**src/common/dot11_tx_pkg.sv**
```systemverilog
/*
  Shared constants, field structs and the legacy rate table for the
  802.11a bit-level transmit front end. Imported by every RTL block.
*/
`default_nettype none

package dot11_tx_pkg;

    localparam int MEM_WORD_W     = 64;
    localparam int MEM_ADDR_W     = 10;
    localparam int SCRAM_W        = 7;
    localparam int SIGNAL_BITS    = 24;
    localparam int SERVICE_BITS   = 16;
    localparam int TAIL_BITS      = 6;
    localparam int FCS_BITS       = 32;
    localparam int DBPS_W         = 9;
    localparam int PSDU_BIT_W     = 16;
    localparam int PSDU_BASE_ADDR = 1;

    typedef logic [3:0] rate_code_t;

    typedef struct packed {
        rate_code_t        code;
        logic [DBPS_W-1:0] n_dbps;
    } rate_info_t;

    // One framer bit on its way to the scrambler
    typedef struct packed {
        logic bit_raw;
        logic scram_on;
        logic seed_load;
    } tx_beat_t;

    // ab[0] is output A (g0 = 133), ab[1] is output B (g1 = 171)
    typedef struct packed {
        logic [1:0] ab;
    } coded_pair_t;

    // RATE field to data bits per symbol, unknown codes fall back to 6 Mbps
    function automatic rate_info_t decode_rate(input rate_code_t code);
        rate_info_t info;
        info.code = code;
        case (code)
            4'b1011: info.n_dbps = 9'd24;
            4'b1111: info.n_dbps = 9'd36;
            4'b1010: info.n_dbps = 9'd48;
            4'b1110: info.n_dbps = 9'd72;
            4'b1001: info.n_dbps = 9'd96;
            4'b1101: info.n_dbps = 9'd144;
            4'b1000: info.n_dbps = 9'd192;
            4'b1100: info.n_dbps = 9'd216;
            default: begin
                info.code   = 4'b1011;
                info.n_dbps = 9'd24;
            end
        endcase
        return info;
    endfunction

endpackage

`default_nettype wire
```
**src/hdl/dot11_tx_top.sv**
```systemverilog
/*
  Top of the 802.11a legacy transmit bit pipeline. Reads SIGNAL and PSDU
  from word memory and streams rate-1/2 coded bit pairs under ready.
*/
`timescale 1ns/1ps
`default_nettype none

module dot11_tx_top (
    input  wire                                   clk,
    input  wire                                   reset_int,
    input  logic                                  i_tx_start,
    input  logic [dot11_tx_pkg::SCRAM_W-1:0]      i_seed,
    output logic [dot11_tx_pkg::MEM_ADDR_W-1:0]   o_mem_addr,
    input  logic [dot11_tx_pkg::MEM_WORD_W-1:0]   i_mem_data,
    output dot11_tx_pkg::coded_pair_t             o_coded,
    output logic                                  o_coded_valid,
    input  logic                                  i_coded_ready,
    output logic                                  o_tx_done
);
    import dot11_tx_pkg::*;

    tx_beat_t              beat;
    logic                  scram_bit;
    logic                  crc_clear;
    logic                  crc_en;
    logic                  crc_bit;
    logic [FCS_BITS-1:0]   fcs;
    logic                  enc_bit;
    logic                  enc_en;
    logic                  enc_clear;

    tx_framer u_framer (
        .clk         (clk),
        .reset_int   (reset_int),
        .i_tx_start  (i_tx_start),
        .o_mem_addr  (o_mem_addr),
        .i_mem_data  (i_mem_data),
        .o_beat      (beat),
        .i_scram_bit (scram_bit),
        .o_crc_clear (crc_clear),
        .o_crc_en    (crc_en),
        .o_crc_bit   (crc_bit),
        .i_fcs       (fcs),
        .o_enc_bit   (enc_bit),
        .o_enc_en    (enc_en),
        .o_enc_clear (enc_clear),
        .i_ready     (i_coded_ready),
        .o_tx_done   (o_tx_done)
    );

    // Idle beats carry neither seed load nor scramble, so ready alone is enough
    data_scrambler u_scrambler (
        .clk       (clk),
        .reset_int (reset_int),
        .i_beat    (beat),
        .i_accept  (i_coded_ready),
        .i_seed    (i_seed),
        .o_bit     (scram_bit)
    );

    fcs_crc32 u_fcs (
        .clk         (clk),
        .reset_int   (reset_int),
        .i_crc_clear (crc_clear),
        .i_crc_en    (crc_en),
        .i_crc_bit   (crc_bit),
        .o_fcs       (fcs)
    );

    conv_encoder u_encoder (
        .clk       (clk),
        .reset_int (reset_int),
        .i_bit     (enc_bit),
        .i_en      (enc_en),
        .i_clear   (enc_clear),
        .i_ready   (i_coded_ready),
        .o_coded   (o_coded),
        .o_valid   (o_coded_valid)
    );

endmodule

`default_nettype wire

```
**src/framer/tx_framer.sv**
```systemverilog
/*
  Field sequencer for one legacy PPDU: SIGNAL, SERVICE, payload, FCS, tail
  and pad. Addresses the word memory and feeds scrambler, CRC and encoder.
*/
`timescale 1ns/1ps
`default_nettype none

module tx_framer (
    input  wire                                   clk,
    input  wire                                   reset_int,
    input  logic                                  i_tx_start,
    output logic [dot11_tx_pkg::MEM_ADDR_W-1:0]   o_mem_addr,
    input  logic [dot11_tx_pkg::MEM_WORD_W-1:0]   i_mem_data,
    output dot11_tx_pkg::tx_beat_t                o_beat,
    input  logic                                  i_scram_bit,
    output logic                                  o_crc_clear,
    output logic                                  o_crc_en,
    output logic                                  o_crc_bit,
    input  logic [dot11_tx_pkg::FCS_BITS-1:0]     i_fcs,
    output logic                                  o_enc_bit,
    output logic                                  o_enc_en,
    output logic                                  o_enc_clear,
    input  logic                                  i_ready,
    output logic                                  o_tx_done
);
    import dot11_tx_pkg::*;

    typedef enum logic [2:0] {
        ST_IDLE,
        ST_SIGNAL,
        ST_SERVICE,
        ST_PAYLOAD,
        ST_FCS,
        ST_TAIL,
        ST_PAD
    } fld_state_t;

    fld_state_t             state;
    logic [4:0]             fld_cnt;
    logic [PSDU_BIT_W-1:0]  psdu_cnt;
    logic [DBPS_W-1:0]      dbps_cnt;
    rate_info_t             rate_q;
    logic [PSDU_BIT_W-1:0]  payload_last;
    logic [MEM_ADDR_W-1:0]  last_addr;
    logic                   sym_end;
    logic                   sig_last;

    assign sym_end   = (dbps_cnt == rate_q.n_dbps - DBPS_W'(1));
    assign sig_last  = (fld_cnt == 5'(SIGNAL_BITS - 1));
    assign last_addr = MEM_ADDR_W'(PSDU_BASE_ADDR) + MEM_ADDR_W'(payload_last >> 6);

    //////////////////////////////////////////////////////////////////////
    // Rate and LENGTH capture from word 0
    //////////////////////////////////////////////////////////////////////
    always_ff @(posedge clk) begin
        if (state == ST_SIGNAL && fld_cnt == 5'd0 && i_ready) begin
            rate_q       <= decode_rate(i_mem_data[3:0]);
            // Index of the last payload bit, LENGTH counts the 4 FCS bytes
            payload_last <= PSDU_BIT_W'({i_mem_data[16:5], 3'b000}) -
                            PSDU_BIT_W'(FCS_BITS + 1);
        end
    end

    //////////////////////////////////////////////////////////////////////
    // Field sequencer
    //////////////////////////////////////////////////////////////////////
    always_ff @(posedge clk) begin
        if (reset_int) begin
            state      <= ST_IDLE;
            fld_cnt    <= '0;
            psdu_cnt   <= '0;
            dbps_cnt   <= '0;
            o_mem_addr <= '0;
            o_tx_done  <= 1'b0;
        end else begin
            o_tx_done <= 1'b0;
            if (state == ST_IDLE) begin
                if (i_tx_start) begin
                    state      <= ST_SIGNAL;
                    fld_cnt    <= '0;
                    o_mem_addr <= '0;
                end
            end else if (i_ready) begin
                fld_cnt <= fld_cnt + 5'd1;
                // DATA bit position within the OFDM symbol
                if (state != ST_SIGNAL)
                    dbps_cnt <= sym_end ? '0 : dbps_cnt + DBPS_W'(1);

                case (state)
                    ST_SIGNAL: begin
                        if (sig_last) begin
                            state      <= ST_SERVICE;
                            fld_cnt    <= '0;
                            dbps_cnt   <= '0;
                            o_mem_addr <= MEM_ADDR_W'(PSDU_BASE_ADDR);
                        end
                    end
                    ST_SERVICE: begin
                        if (fld_cnt == 5'(SERVICE_BITS - 1)) begin
                            state    <= ST_PAYLOAD;
                            psdu_cnt <= '0;
                        end
                    end
                    ST_PAYLOAD: begin
                        psdu_cnt <= psdu_cnt + PSDU_BIT_W'(1);
                        // Next word only while payload bits remain
                        if (psdu_cnt[5:0] == 6'd63 && psdu_cnt != payload_last)
                            o_mem_addr <= o_mem_addr + MEM_ADDR_W'(1);
                        if (psdu_cnt == payload_last) begin
                            state   <= ST_FCS;
                            fld_cnt <= '0;
                        end
                    end
                    ST_FCS: begin
                        if (fld_cnt == 5'(FCS_BITS - 1)) begin
                            state   <= ST_TAIL;
                            fld_cnt <= '0;
                        end
                    end
                    ST_TAIL: begin
                        if (fld_cnt == 5'(TAIL_BITS - 1)) begin
                            if (sym_end) begin
                                state      <= ST_IDLE;
                                o_mem_addr <= '0;
                                o_tx_done  <= 1'b1;
                            end else begin
                                state <= ST_PAD;
                            end
                        end
                    end
                    ST_PAD: begin
                        if (sym_end) begin
                            state      <= ST_IDLE;
                            o_mem_addr <= '0;
                            o_tx_done  <= 1'b1;
                        end
                    end
                    default: state <= ST_IDLE;
                endcase
            end
        end
    end

    //////////////////////////////////////////////////////////////////////
    // Bit selection per field
    //////////////////////////////////////////////////////////////////////
    always_comb begin
        o_beat = '0;
        case (state)
            ST_SIGNAL: begin
                o_beat.bit_raw   = i_mem_data[fld_cnt];
                o_beat.seed_load = sig_last;
            end
            ST_SERVICE: o_beat.scram_on = 1'b1;
            ST_PAYLOAD: begin
                o_beat.bit_raw  = i_mem_data[psdu_cnt[5:0]];
                o_beat.scram_on = 1'b1;
            end
            ST_FCS: begin
                o_beat.bit_raw  = i_fcs[fld_cnt];
                o_beat.scram_on = 1'b1;
            end
            ST_PAD: o_beat.scram_on = 1'b1;
            default: o_beat = '0;
        endcase
    end

    assign o_crc_clear = (state == ST_IDLE) && i_tx_start;
    assign o_crc_en    = (state == ST_PAYLOAD) && i_ready;
    assign o_crc_bit   = i_mem_data[psdu_cnt[5:0]];

    // Tail bits pass the scrambler untouched, so the encoder always takes its output
    assign o_enc_bit   = i_scram_bit;
    assign o_enc_en    = (state != ST_IDLE);
    assign o_enc_clear = o_crc_clear || (state == ST_SIGNAL && sig_last && i_ready);

    // Each field counter stays inside the field its state names
    a_state_legal: assert property (@(posedge clk) disable iff (reset_int)
        (state != ST_SIGNAL  || fld_cnt < 5'(SIGNAL_BITS)) &&
        (state != ST_SERVICE || fld_cnt < 5'(SERVICE_BITS)) &&
        (state != ST_TAIL    || fld_cnt < 5'(TAIL_BITS)) &&
        (state != ST_PAYLOAD || psdu_cnt <= payload_last));

    a_addr_bound: assert property (@(posedge clk) disable iff (reset_int)
        (state inside {ST_PAYLOAD, ST_FCS, ST_TAIL, ST_PAD}) |-> (o_mem_addr <= last_addr));

endmodule

`default_nettype wire

```
**src/hdl/conv_encoder.sv**
```systemverilog
/*
  K=7 rate-1/2 convolutional encoder, generators 133 and 171 octal.
  The pair is combinational from the input bit and six history bits.
*/
`timescale 1ns/1ps
`default_nettype none

module conv_encoder (
    input  wire                         clk,
    input  wire                         reset_int,
    input  logic                        i_bit,
    input  logic                        i_en,
    input  logic                        i_clear,
    input  logic                        i_ready,
    output dot11_tx_pkg::coded_pair_t   o_coded,
    output logic                        o_valid
);

    // hist[0] is the most recent bit
    logic [5:0] hist;

    // A, taps at delays 0, 2, 3, 5, 6
    assign o_coded.ab[0] = i_bit ^ hist[1] ^ hist[2] ^ hist[4] ^ hist[5];
    // B, taps at delays 0, 1, 2, 3, 6
    assign o_coded.ab[1] = i_bit ^ hist[0] ^ hist[1] ^ hist[2] ^ hist[5];

    assign o_valid = i_en;

    always_ff @(posedge clk) begin
        if (reset_int || i_clear) begin
            hist <= '0;
        end else if (i_en && i_ready) begin
            hist <= {hist[4:0], i_bit};
        end
    end

    // A stalled pair must not move, whatever the framer and memory do
    a_hold_on_stall: assert property (@(posedge clk) disable iff (reset_int)
        (o_valid && !i_ready) |=> $stable(o_coded));

endmodule

`default_nettype wire

```
**src/hdl/fcs_crc32.sv**
```systemverilog
/*
  Bit-serial CRC-32 (IEEE 802.3, reflected) over the payload bits. The
  inverted register is the FCS, sent bit 0 first.
*/
`timescale 1ns/1ps
`default_nettype none

module fcs_crc32 (
    input  wire                                 clk,
    input  wire                                 reset_int,
    input  logic                                i_crc_clear,
    input  logic                                i_crc_en,
    input  logic                                i_crc_bit,
    output logic [dot11_tx_pkg::FCS_BITS-1:0]   o_fcs
);
    import dot11_tx_pkg::*;

    logic [FCS_BITS-1:0] crc;
    logic                fb;

    assign fb    = crc[0] ^ i_crc_bit;
    assign o_fcs = ~crc;

    always_ff @(posedge clk) begin
        if (reset_int || i_crc_clear) begin
            crc <= '1;
        end else if (i_crc_en) begin
            // Reflected form of 0x04C11DB7
            crc <= (crc >> 1) ^ (fb ? 32'hEDB8_8320 : '0);
        end
    end

endmodule

`default_nettype wire

```
**src/hdl/data_scrambler.sv**
```systemverilog
/*
  Seven-bit frame scrambler, x^7 + x^4 + 1. Seed loads on request, the
  state advances only on accepted scrambled beats.
*/
`timescale 1ns/1ps
`default_nettype none

module data_scrambler (
    input  wire                                clk,
    input  wire                                reset_int,
    input  dot11_tx_pkg::tx_beat_t             i_beat,
    input  logic                               i_accept,
    input  logic [dot11_tx_pkg::SCRAM_W-1:0]   i_seed,
    output logic                               o_bit
);
    import dot11_tx_pkg::*;

    logic [SCRAM_W-1:0] lfsr;
    logic               fb;

    assign fb    = lfsr[6] ^ lfsr[3];
    assign o_bit = i_beat.bit_raw ^ (i_beat.scram_on & fb);

    always_ff @(posedge clk) begin
        if (reset_int) begin
            lfsr <= '0;
        end else if (i_accept) begin
            if (i_beat.seed_load)
                lfsr <= i_seed;
            else if (i_beat.scram_on)
                lfsr <= {lfsr[5:0], fb};
        end
    end

endmodule

`default_nettype wire

```
**config.mk**
```make
export PLATFORM = sky130hd
export DESIGN_NAME = dot11_tx_top
export DESIGN_NICKNAME = d
export VERILOG_FILES = /design/src/common/dot11_tx_pkg.sv /design/src/hdl/dot11_tx_top.sv /design/src/framer/tx_framer.sv /design/src/hdl/conv_encoder.sv /design/src/hdl/fcs_crc32.sv /design/src/hdl/data_scrambler.sv
export SDC_FILE = /design/constraint.sdc
export NUM_CORES = 1
export LEC_CHECK = 0
export BUFFER_PORTS_ARGS = -buffer_cell sky130_fd_sc_hd__buf_4
export CAP_MARGIN = 20
export CORE_MARGIN = 2
export CORE_UTILIZATION = 50
export DETAILED_ROUTE_END_ITERATION = 10
export GPL_ROUTABILITY_DRIVEN = 0
export PLACE_DENSITY = 0.75
export RECOVER_POWER = 25
export SLEW_MARGIN = 20
export SYNTH_ARGS = -nofsm -noshare
export SYNTH_HDL_FRONTEND = slang
export SYNTH_SLANG_ARGS = --single-unit
```
**constraint.sdc**
```tcl
create_clock -name clk -period 8.24 [get_ports clk]
set_input_delay 2.06 -clock clk [delete_from_list [all_inputs] [get_ports clk]]
set_output_delay 2.06 -clock clk [all_outputs]
set_load 0.05 [all_outputs]
```
==> results.md, run 1 <==
Run status:
- The run finished with clean final reports.

Place:
- Summed over all nets, the half-perimeter wirelength after detailed placement is between 10000 and 15000 um.
- The minimum setup slack after placement is about 1.8 ns.
- Input and output buffers added on the ports amount to 88.

Global routing:
- The wire length of the first global-routing pass is between 20000 and 30000 um.
- The initial antenna violation count is 0.
- The number of global-route vias before repair was approximately 5700.
- After global routing the overflow that remains totals 0.
- The maximum number of pins on one net before global-route repair is between 40 and 50.
- Across every metal layer, demand over resource in global routing totals 0.236.

Power and ir drop:
- Summed over all cells, the static leakage comes to about 2.8 nW.
- The design draws 0.00139 W.
- Across the VDD grid, the largest voltage drop is about 170 uV.
- Dividing total power by cell area gives a power density of approximately 180 mW/mm^2.

Die:
- The number of standard-cell rows in the floorplan is between 40 and 50.
- The height of the die is 118 um.
- The region available for standard cell placement spans approximately 0.013 sq mm.
- The starting utilization of the core area is 0.515.
- The number of top-level pins is 89.
- In this run the horizontal extent of the chip is ~120 um.
- The floorplan step defined a die boundary enclosing 0.0140 sq mm.

Yosys:
- After synthesis, the netlist uses 59 different library cells.
- Counting every instance in the synthesized netlist gives approximately 740.
- The number of synthesized register bits is ~110.
- The fraction of synthesis flops using an asynchronous set or reset pin is 0.
- The net count of the mapped netlist is approximately 820.
- The Yosys step of the flow raised 0 warnings.
- For this run, the register share of the synthesized area comes to 0.359.
- The dominant register cell in the synthesized netlist is sky130_fd_sc_hd__dfxtp_1.
- The average cell area after synthesis is just under 9 sq um.
- The synthesized area is around 0.0066 sq mm.
- The number of synthesized flops with an enable pin is 19.

Critical path:
- For the worst setup path, the data arrival time is about 4.4 ns.
- Tracing the worst setup path back leads to its startpoint at i_mem_data[16].
- The worst reg2reg path depth is 7.
- The worst register-to-register path ends at u_framer.o_mem_addr[9]$_SDFFE_PP0P_.
- In this run the worst setup path terminates at o_coded[1].
- The reg-to-reg startpoint is u_framer.state[1]$_SDFFE_PP0P_.
- For flop-to-flop paths, the worst setup slack is ~4.7 ns.
- Data on the critical path is required at its endpoint by a little over 6 ns.
- The element type at the critical path start is a primary input.
- The kind of critical path is in2out.
- STA classifies the critical path endpoint as an output pin.
- The maximum fanout encountered on the critical timing path is 4.

Finish:
- Compared with the post-synthesis result, the final layout area differs by 14.9%.
- The number of nets in the finished design is 880.
- Counting the fill cells in the layout gives 1131.
- The most common cell after layout, fill and taps aside is sky130_fd_sc_hd__nand2_1.
- The ratio of cells with drive above 1 in the final layout is 0.173.
- Leaving out fill and tap cells, the most frequent cells in the layout are sky130_fd_sc_hd__nand2_1 (96), sky130_fd_sc_hd__buf_4 (88), sky130_fd_sc_hd__dfxtp_1 (88), sky130_fd_sc_hd__nor2_1 (67), sky130_fd_sc_hd__a21oi_1 (48).
- The total inserted antenna cells is 0.

Route:
- Summing over every cut layer, the via total after detailed routing is ~5900.
- The routed length per instance is 16.8 um.
- The detail route stage leaves a number of antenna-violating nets equal to 0.
- The first TritonRoute pass finished after 5 iterations.
- The number of DRC markers after the initial detailed-route iteration is 531.
- For this run, design rule violations remaining after detail routing come to 0.
- The final layout contains routed wiring with a total length of about 16000 um.
- The mean number of vias per cell is 6.05.

STA:
- The clock period minus final worst setup slack is between 6 and 7 ns.
- The accumulated negative setup slack is 0 ns.
- Across all setup checks in the final design, the least slack found is about 1.8 ns.
- Clock skew on the completed layout was measured at slightly below 0.009 ns.
- For the pin with the worst max-slew slack, the measured transition is 1.38 ns.
- Setup repair after global routing left no endpoint under its margin.
- The final-report max-slew violation count is 0.
- The hold violation total from the final report is 0.
- Setup violations remaining at the end of the flow were counted as 0.
- In the finished design, the share of the clock period the worst path needs comes to 0.785.
- The worst slew slack as a fraction of its limit is 0.0784.
- The top achievable clock speed is approximately 150 MHz.

Clock tree:
- Clock tree synthesis inserted a total of 9 buffers.
- TritonCTS built the clock tree.
- The post-cts gate resize count is 0.
- The sink count of the clock tree is roughly 110.
- In this run, post-CTS hold repair placed 0 buffers.
- The number of buffers on the longest clock path is 2.
- After clock tree synthesis, the setup repair step added 0 buffers.
- For the worst-skew pair, the clock arrives at the later sink with an insertion delay of about 0.35 ns.
- The clock-pin transition on the worst setup and hold timing paths is roughly 0.070 ns.
- Clock tree synthesis selected as its root buffer the cell sky130_fd_sc_hd__clkbuf_16.
- The H-tree generated during clock tree synthesis spans 3 levels.

Hold path:
- The tightest min-delay check is of the reg2reg type.

Flow run:
- The number of max-capacitance violations reported is 0.
[cells in the mapped netlist, types with 19 or more instances]
cell	instances	area share
sky130_fd_sc_hd__nand4_1	21	0.020
sky130_fd_sc_hd__nand2_1	96	0.055
sky130_fd_sc_hd__xnor2_1	36	0.048
sky130_fd_sc_hd__dfxtp_1	89	0.27
sky130_fd_sc_hd__edfxtp_1	19	0.087
sky130_fd_sc_hd__a21oi_1	48	0.037
sky130_fd_sc_hd__nand3_1	42	0.032
sky130_fd_sc_hd__mux4_2	27	0.093
sky130_fd_sc_hd__mux2i_1	23	0.035
sky130_fd_sc_hd__clkbuf_1	35	0.020
sky130_fd_sc_hd__and3_1	19	0.018
sky130_fd_sc_hd__o21ai_0	27	0.021
sky130_fd_sc_hd__nor2_1	67	0.038
sky130_fd_sc_hd__or4_1	20	0.023
[per-layer routing]
| metal | GRT usage | wire length [um] | up-vias |
|---|---|---|---|
| met2 | 0.396 | 8220 | 176 |
| met3 | 0.0574 | 789 | 33 |
| met1 | 0.294 | 6880 | 2848 |
| met5 | 0 | 0 | - |
| li1 | - | - | 2819 |
| met4 | 0.0848 | 402 | 0 |
[stage by stage]
step                 util  cells  instance area [sq um]  hold WS, ns
global placement    0.572    956                   7280        0.444
CTS                 0.595    972                   7570        0.477
finish              0.592    972                   7530        0.473
floorplan               -    737                   6550        0.432
detailed placement  0.572    956                   7280        0.467
global route        0.592    972                   7530        0.498
[critical path, cell delays in order]
cell	delay (ns)
sky130_fd_sc_hd__buf_4	0.13
sky130_fd_sc_hd__mux4_2	0.43
sky130_fd_sc_hd__nor2b_1	0.14
sky130_fd_sc_hd__a211oi_1	0.24
sky130_fd_sc_hd__o21ai_1	0.14
sky130_fd_sc_hd__a22oi_4	0.30
sky130_fd_sc_hd__o211ai_1	0.13
sky130_fd_sc_hd__xnor2_1	0.33
sky130_fd_sc_hd__xnor3_1	0.29
sky130_fd_sc_hd__buf_4	0.20
[final cells by class]
class                           instances  area [sq um]  area share
Sequential cell                       108          2350       0.312
Inverter                               17          63.8     0.00847
Multi-Input combinational cell        564          3930       0.521
Timing Repair Buffer                   95           687      0.0912
Tap cell                              172           215      0.0286
Clock buffer                           11           243      0.0322
Clock inverter                          5          42.5     0.00565
[sequential cells by signal, summed over array words and instances, names as in the netlist]
register,count
u_framer.o_tx_done,1
u_framer.o_mem_addr,10
u_fcs.crc,32
u_framer.dbps_cnt,9
u_framer.rate_q,6
u_framer.payload_last,13
u_scrambler.lfsr,7
u_framer.psdu_cnt,16
u_framer.fld_cnt,5
u_encoder.hist,6
u_framer.state,3
[logic make-up (layout without fill, tap and decap cells)]
logic type | Yosys count | after routing | synth area share
AOI/OAI and AO/OA | 131 | 131 | 0.134
xor gates and xnor gates | 52 | 52 | 0.0748
buffers and inverters | 65 | 128 | 0.0418
muxes | 51 | 51 | 0.132
and+or+nand+nor | 320 | 320 | 0.239
DFF | 108 | 108 | 0.359
adders and majority gates | 10 | 10 | 0.0191
[power by group]
group          switching (W)  total (W)  internal, W
clock network       0.000200   0.000417     0.000217
registers          0.0000336   0.000599     0.000566
logic               0.000235   0.000370     0.000135
[worst min-delay path by stage]
stage / start / endpoint / slack (ns) / cells past startpoint
floorplan: u_encoder.hist[3]$_SDFFE_PP0P_ / u_encoder.hist[4]$_SDFFE_PP0P_ / 0.43 / 2
detailed placement: u_encoder.hist[3]$_SDFFE_PP0P_ / u_encoder.hist[4]$_SDFFE_PP0P_ / 0.47 / 2
global placement: u_encoder.hist[3]$_SDFFE_PP0P_ / u_encoder.hist[3]$_SDFFE_PP0P_ / 0.44 / 2
global route: u_encoder.hist[4]$_SDFFE_PP0P_ / u_encoder.hist[5]$_SDFFE_PP0P_ / 0.50 / 2
CTS: u_encoder.hist[3]$_SDFFE_PP0P_ / u_encoder.hist[4]$_SDFFE_PP0P_ / 0.48 / 2
finish: u_encoder.hist[5]$_SDFFE_PP0P_ / u_encoder.hist[5]$_SDFFE_PP0P_ / 0.47 / 2
Note: power is estimated with default switching activity, not from simulation.
==> inputs of run 2 (changes only) <==
Settings changed: PLACE_DENSITY 0.75 to 0.78.
Clock period 8.24 ns to 5.7 ns, I/O delays scaled along.
==> run 2 against run 1 <==
- the flow now finishes with violations (max-capacitance violations, max-slew violations)
- first-iteration DRC count up 12%
- combinational power up 45%
- critical path depth did not move
- sequential power rose by 44%
- worst setup slack worse by 1.3 ns
- cell area increased by 0.47%
- clock skew barely moved
- worst hold slack worse by 0.0070 ns
- non-clock buffer count grew 2
- die area stayed put
- wire length rose by 1.5%
- clock power up 58%
==> results.md, run 2 (synthesized netlist as in run 1, its figures left out) <==
Global routing:
- The total congestion overflow after global routing was 0 (unchanged).
- The aggregate global-route resource usage was 0.239 (+0.00341).
- The global-route layer with the greatest usage is met2.
- The initial antenna violation count was 0 (unchanged).
- The met1 demand-to-capacity share in global routing is 0.288 (-0.00559).
- The number of global-route vias before repair is 5642 (-0.32%).
- The routing usage on met2 was 0.415 (+0.0188).
- The maximum number of pins on one net before global-route repair is 34 (-28%).
- The wire length of the first global-routing pass came to 27300 um (+1.4%).
- The met3 track demand over resource in global routing is 0.0637 (+0.00627).

STA:
- The number of failing setup endpoints in the final timing report is 0 (unchanged).
- Setup repair after global routing left no endpoint under its margin.
- The accumulated negative setup slack came to 0 ns (unchanged).
- The final-report max-slew violation count is 1 (+1).
- The worst hold margin is 0.466 ns (-0.00701 ns).
- For this run, the top clock speed supported by timing is ~190 MHz.
- Dividing the final minimum period by the clock period gives 0.918.
- The hold violation total from the final report was 0 (unchanged).
- The clock period minus final worst setup slack is ~5.2 ns.
- The slew at the pin with the worst max-slew slack is 1.47 ns (+0.0925 ns).
- The post-route clock skew is 0.00917 ns (+0.000499 ns).
- The worst slew slack as a fraction of its limit is -0.00875 (-0.0871).

Clock tree:
- The number of clock buffers inserted by TritonCTS is 9 (unchanged).
- The clock latency of the later-clocked register in the worst-skew pair is 0.35 ns (about the same).
- The number of buffers on the longest clock path is 2 (unchanged).
- The clock-pin transition on the worst setup and hold timing paths is 0.07 ns (about the same).
- The root buffer cell chosen for the clock tree is sky130_fd_sc_hd__clkbuf_16.
- The maximum level of the CTS H-tree was 3 (unchanged).
- The sink count of the clock tree was 108 (unchanged).
- The number of buffers inserted by hold repair at cts came to 0 (unchanged).
- TritonCTS built the clock tree.
- The post-CTS setup buffer count is 0 (unchanged).
- The post-cts gate resize count is 0 (unchanged).

Die:
- The number of top-level pins was 89 (unchanged).
- The height of the die is 118 um (unchanged).
- The floorplan die width is 118 um (unchanged).
- The number of standard-cell rows in the floorplan came to 41 (unchanged).
- The starting utilization of the core area came to 0.515 (unchanged).
- The area of the core is 0.0127 sq mm (unchanged).
- The full die area is 0.0140 sq mm (unchanged).

Critical path:
- The maximum single-stage delay on the critical path was 0.43 ns (about the same).
- The critical path required time is 4.28 ns (-1.90 ns).
- The worst reg2reg path depth is 8 (+1).
- The endpoint identified for the worst register-to-register timing path is u_framer.o_mem_addr[9]$_SDFFE_PP0P_.
- The slack of the worst reg-to-reg path is 1.88 ns (-2.80 ns).
- The endpoint type of the worst setup path is an output pin.
- The count of buffer and inverter cells on the critical path was 2 (unchanged).
- The critical path data arrival time is 3.81 ns (-0.60 ns).
- In this design, the critical path's most frequently occurring cell is sky130_fd_sc_hd__buf_4.
- The element type at the critical path start is a primary input.
- The largest delay contributor family on the critical path is compound AO/OA/AOI/OAI gates.
- The worst setup path is of the in2out kind.
- The startpoint identified for the worst register-to-register timing path is u_framer.rate_q[4]$_SDFFCE_PN1P_.
- The critical-path cell with the highest stage delay is sky130_fd_sc_hd__mux4_2.
- The maximum fanout encountered on the critical timing path is 4 (unchanged).
- The signal on the critical path passes through buf_4, mux4_2, nor2b_1, a211oi_1, o21ai_1, a22oi_4, o211ai_1, xnor2_1, xnor3_1, buf_4.

Route:
- The routed length per instance is 17.0 um (+1.3%).
- The remaining routing DRC violations is 0 (unchanged).
- The number of detailed-routing iterations run before antenna repair is 5 (unchanged).
- The number of DRC markers after the initial detailed-route iteration is 594 (+12%).
- The routed wire length is 16500 um (+1.5%).
- The mean number of vias per cell is 6.03 (-0.22%).
- The total via count in the routed design is 5875 (-0.017%).
- The post-route antenna net violation count came to 0 (unchanged).

Place:
- The detailed-placement wirelength estimate is 11900 um (+0.89%).
- The number of port buffers is 88 (unchanged).

Finish:
- The area growth from synthesis to layout is 15.5%.
- The total inserted antenna cells came to 0 (unchanged).
- The number of filler cells placed in the layout was 1155 (+2.1%).
- The ratio of cells with drive above 1 in the final layout is 0.176 (+0.00331).
- The number of nets in the finished design was 882 (+0.23%).
- Leaving out fill and tap cells, the most frequent cells in the layout are sky130_fd_sc_hd__nand2_1 (96), sky130_fd_sc_hd__buf_4 (91), sky130_fd_sc_hd__dfxtp_1 (89), sky130_fd_sc_hd__nor2_1 (67), sky130_fd_sc_hd__a21oi_1 (47).
- The largest registers in the layout are u_fcs.crc (32), u_framer.psdu_cnt (16), u_framer.payload_last (13).
- The library cell used most frequently in the layout, excluding fill and tap cells, is sky130_fd_sc_hd__nand2_1.
- The flip-flop count of the largest register, all copies and words added is 32 (unchanged).
- The register containing the most flip-flops in the final layout is u_fcs.crc.

Flow run:
- The number of max-capacitance violations reported came to 1 (+1).

Hold path:
- The sink of the worst hold path is u_encoder.hist[3]$_SDFFE_PP0P_.
- The number of cells on the worst hold path is 2 (unchanged).
- In this run the most critical hold path is launched from u_encoder.hist[3]$_SDFFE_PP0P_.
- The worst hold path class is reg2reg.

Power and ir drop:
- The maximum vdd ir drop is 211 uV (+21%).
- The leakage power was 2.79 nW (+1.2%).
- The overall power of the completed layout is 0.00206 W (+49%).
- The power per unit of standard cell area is 272 mW/mm^2 (+48%).

Run status:
- The run finished, with violations left.
- The checks that failed: max-capacitance violations, max-slew violations.
==> run 2: worst max path at each step <==
stage	end	start	depth (start not counted)
3_5_place_dp	o_coded[1]	i_mem_data[16]	10
3_3_place_gp	o_coded[1]	i_mem_data[16]	10
6_report	o_coded[1]	i_mem_data[16]	10
2_1_floorplan	o_coded[0]	i_mem_data[51]	8
4_1_cts	o_coded[1]	i_mem_data[16]	10
5_1_grt	o_coded[1]	u_framer.psdu_cnt[0]$_SDFFE_PP0P_	9
==> run 2: cell type report <==
cell class,instances,area (sq um),area share
Multi-Input combinational cell,564,3910,0.517
Tap cell,172,215,0.0284
Sequential cell,108,2350,0.311
Clock buffer,10,250,0.0331
Timing Repair Buffer,97,706,0.0933
Clock inverter,6,67.6,0.00893
Inverter,17,63.8,0.00843
==> run 2: per-stage QoR <==
| stage | setup WS (ns) | instance area (sq um) | utilization | instances |
|---|---|---|---|---|
| floorplan | 0.840 | 6550 | - | 737 |
| global placement | 0.535 | 7300 | 0.573 | 958 |
| detailed placement | 0.491 | 7300 | 0.573 | 958 |
| CTS | 0.464 | 7610 | 0.598 | 974 |
| global route | 0.204 | 7570 | 0.595 | 974 |
| finish | 0.469 | 7570 | 0.595 | 974 |
==> run 2: power by group <==
group | leakage [nW] | internal [W] | switching (W)
logic | 1.74 | 0.000197 | 0.000338
registers | 0.892 | 0.000818 | 0.0000456
clock network | 0.159 | 0.000370 | 0.000289
==> run 2: tightest hold or removal path, cell delays in order (launching register included) <==
cell	delay, ns
sky130_fd_sc_hd__dfxtp_1	0.32
sky130_fd_sc_hd__nand2_1	0.05
sky130_fd_sc_hd__a21oi_1	0.05
==> run 2: metal layers <==
metal  vias to the layer above  part of all wire
met5                         -                 0
met4                         0             0.019
met3                        26             0.065
met2                       212              0.51
met1                      2809              0.40
li1                       2828                 -
==> inputs of run 3 (changes only) <==
Settings changed: CORE_MARGIN 2 to 4, PLACE_DENSITY 0.78 to 0.75.
Clock period 5.7 ns to 5 ns, I/O delays scaled along.
==> run 3 against run 2 <==
- register-to-register slack got worse by 0.12 ns
- total power is 12% higher
- global-route usage shrank 0.98 points
- worst setup slack got worse by 0.37 ns
- cell count increased by 0.10%
- clock skew is 0.0015 ns lower
- the flow now finishes without violations
- sequential share of layout area about the same
- worst hold slack worse by 0.0032 ns
- die area rose by 6.9%
- combinational power up 16%
- clock power up 7.0%
==> results.md, run 3 (synthesized netlist as in run 1, its figures left out) <==
Die:
- The height of the die is 122 um (+3.4%).
- The floorplan die width is 122 um (+3.4%).
- The full die area was 0.0150 sq mm (+6.9%).
- The starting utilization of the core area is 0.515 (unchanged).
- The number of top-level pins is 89 (unchanged).
- The area of the core is 0.0127 sq mm (unchanged).
- The number of standard-cell rows in the floorplan came to 41 (unchanged).

STA:
- The worst hold margin was 0.463 ns (-0.00319 ns).
- The clock period minus final worst setup slack is approximately 4.9 ns.
- Setup repair after global routing left no endpoint under its margin.
- The final-report max-slew violation count is 0 (-1).
- The hold violation total from the final report was 0 (unchanged).
- Of the available clock period, the critical path in the final layout requires 0.981.
- The number of failing setup endpoints in the final timing report is 0 (unchanged).
- The worst slew slack as a fraction of its limit is 0.285 (+0.294).
- The post-route clock skew is 0.00763 ns (-0.00154 ns).
- The accumulated negative setup slack was 0 ns (unchanged).
- The top achievable clock speed is just over 200 MHz.
- The slew at the pin with the worst max-slew slack is 1.07 ns (-0.403 ns).

Power and ir drop:
- The leakage power is 2.76 nW (-1.2%).
- The power per unit of standard cell area is 306 mW/mm^2 (+12%).
- The maximum vdd ir drop is 299 uV (+42%).

Finish:
- The total inserted antenna cells is 0 (unchanged).
- In the final layout, the registers with the most flip-flops are u_fcs.crc (32), u_framer.psdu_cnt (16), u_framer.payload_last (13).
- The post-layout instance count excluding filler cells is 975 (+0.10%).
- The layout overhead on the synthesized area is 15.3% (about the same).
- The number of filler cells placed in the layout is 1156 (+0.087%).
- The number of nets in the finished design is 883 (+0.11%).
- The ratio of cells with drive above 1 in the final layout is 0.169 (-0.00645).
- Leaving out fill and tap cells, the most frequent cell in the layout is sky130_fd_sc_hd__nand2_1.
- In the layout the commonest cells are sky130_fd_sc_hd__nand2_1 (96), sky130_fd_sc_hd__dfxtp_1 (88), sky130_fd_sc_hd__buf_4 (85), sky130_fd_sc_hd__nor2_1 (67), sky130_fd_sc_hd__a21oi_1 (47).
- The combined area of the multi-input logic cells is 0.00393 sq mm (+0.48%).
- The flip-flop count of the largest register, all copies and words added came to 32 (unchanged).
- The combined flip-flop and latch cell area is 0.00235 sq mm (about the same).
- The register with the most flip-flops in the final layout is u_fcs.crc.

Global routing:
- The wire length of the first global-routing pass is 27300 um (-0.15%).
- The initial antenna violation count is 0 (unchanged).
- The total congestion overflow after global routing is 0 (unchanged).
- The maximum number of pins on one net before global-route repair is 47 (+38%).
- The number of global-route vias before repair is 5743 (+1.8%).
- The aggregate global-route resource usage came to 0.229 (-0.00977).

Clock tree:
- The clock latency of the later-clocked register in the worst-skew pair is 0.36 ns (about the same).
- The number of buffers on the longest clock path is 2 (unchanged).
- The sink count of the clock tree was 108 (unchanged).
- The number of clock buffers inserted by TritonCTS is 9 (unchanged).
- The root buffer cell chosen for the clock tree is sky130_fd_sc_hd__clkbuf_16.
- The clock tree from TritonCTS is yes.
- The maximum level of the CTS H-tree is 3 (unchanged).
- The number of buffers inserted by hold repair at cts was 0 (unchanged).
- The clock-pin transition on the worst setup and hold timing paths is 0.07 ns (about the same).
- The post-cts gate resize count was 0 (unchanged).
- The post-CTS setup buffer count came to 0 (unchanged).

Route:
- The routed wire length came to 16600 um (+0.62%).
- The number of detailed-routing iterations run before antenna repair is 6 (+1).
- The mean number of vias per cell is 5.96 (-1.2%).
- The post-route antenna net violation count is 0 (unchanged).
- The remaining routing DRC violations is 0 (unchanged).
- The total via count in the routed design is 5811 (-1.1%).
- The routed length per instance is 17.1 um (+0.51%).
- The number of DRC markers after the initial detailed-route iteration is 485 (-18%).

Critical path:
- The critical path is of the in2out type.
- The critical path data arrival time is 3.65 ns (-0.16 ns).
- The maximum fanout encountered on the critical timing path is 8 (+4).
- The critical path required time was 3.75 ns (-0.53 ns).
- STA classifies the critical path startpoint as a primary input.
- The worst setup path is captured at an output pin.

Place:
- The detailed-placement wirelength estimate is 12400 um (+4.3%).
- The number of port buffers is 88 (unchanged).
- The number of placed instances, taps included is 959 (+0.10%).

Flow run:
- The number of max-capacitance violations reported was 0 (-1).

Hold path:
- The min-delay analysis places its worst path in the category reg2reg.

Run status:
- The run finished with clean final reports.
-- run 3: changes by cell type in the layout (fill, tap and decap cells not counted), sizes merged --
cell and change:
buf -5, clkbuf +5, clkinv +2, inv -2
clkinvlp +1
-- run 3: routing by layer --
metal	share of wire	track usage
met5	0	0
met1	0.40	0.273
met3	0.061	0.0562
met2	0.51	0.390
met4	0.031	0.106
-- run 3: per-stage QoR --
| stage | area (sq um) | setup WS [ns] | total power, W | utilization |
|---|---|---|---|---|
| 6_report | 7560 | 0.0970 | 0.00231 | 0.594 |
| 2_1_floorplan | 6550 | 0.490 | 0.00143 | - |
| 5_1_grt | 7560 | 0.0374 | 0.00243 | 0.594 |
| 3_5_place_dp | 7320 | 0.112 | 0.00162 | 0.575 |
| 4_1_cts | 7610 | 0.0643 | 0.00233 | 0.598 |
| 3_3_place_gp | 7320 | 0.184 | 0.00160 | 0.575 |
-- run 3: area by class of cell --
class	instances	area share
Timing Repair Buffer	98	0.0930
Tap cell	172	0.0285
Sequential cell	108	0.311
Clock buffer	9	0.0298
Clock inverter	7	0.00894
Inverter	17	0.00844
Multi-Input combinational cell	564	0.520
-- run 3: power by group --
| part | internal, W | switching (W) | total, W | leakage (nW) |
|---|---|---|---|---|
| logic | 0.000231 | 0.000389 | 0.000620 | 1.73 |
| clock network | 0.000386 | 0.000319 | 0.000705 | 0.140 |
| registers | 0.000933 | 0.0000545 | 0.000988 | 0.893 |
-- run 3: final timing paths --
| path | from | endpoint | slack, ns | cells past startpoint |
|---|---|---|---|---|
| setup reg to reg | u_framer.psdu_cnt[1]$_SDFFE_PP0P_ | u_fcs.crc[24]$_SDFFE_PP1P_ | 1.76 | 8 |
| hold reg to reg | u_encoder.hist[3]$_SDFFE_PP0P_ | u_encoder.hist[4]$_SDFFE_PP0P_ | 0.46 | 2 |
| hold / removal | u_encoder.hist[3]$_SDFFE_PP0P_ | u_encoder.hist[4]$_SDFFE_PP0P_ | 0.46 | 2 |
| setup / recovery | i_mem_data[2] | o_coded[1] | 0.1 | 9 |
-- run 3: critical path, stage by stage --
cell	delay [ns]
sky130_fd_sc_hd__clkbuf_1	0.14
sky130_fd_sc_hd__mux4_2	0.53
sky130_fd_sc_hd__a31oi_1	0.24
sky130_fd_sc_hd__o221ai_1	0.23
sky130_fd_sc_hd__a22oi_4	0.29
sky130_fd_sc_hd__o211ai_1	0.13
sky130_fd_sc_hd__xnor2_1	0.36
sky130_fd_sc_hd__xnor3_1	0.28
sky130_fd_sc_hd__buf_4	0.20
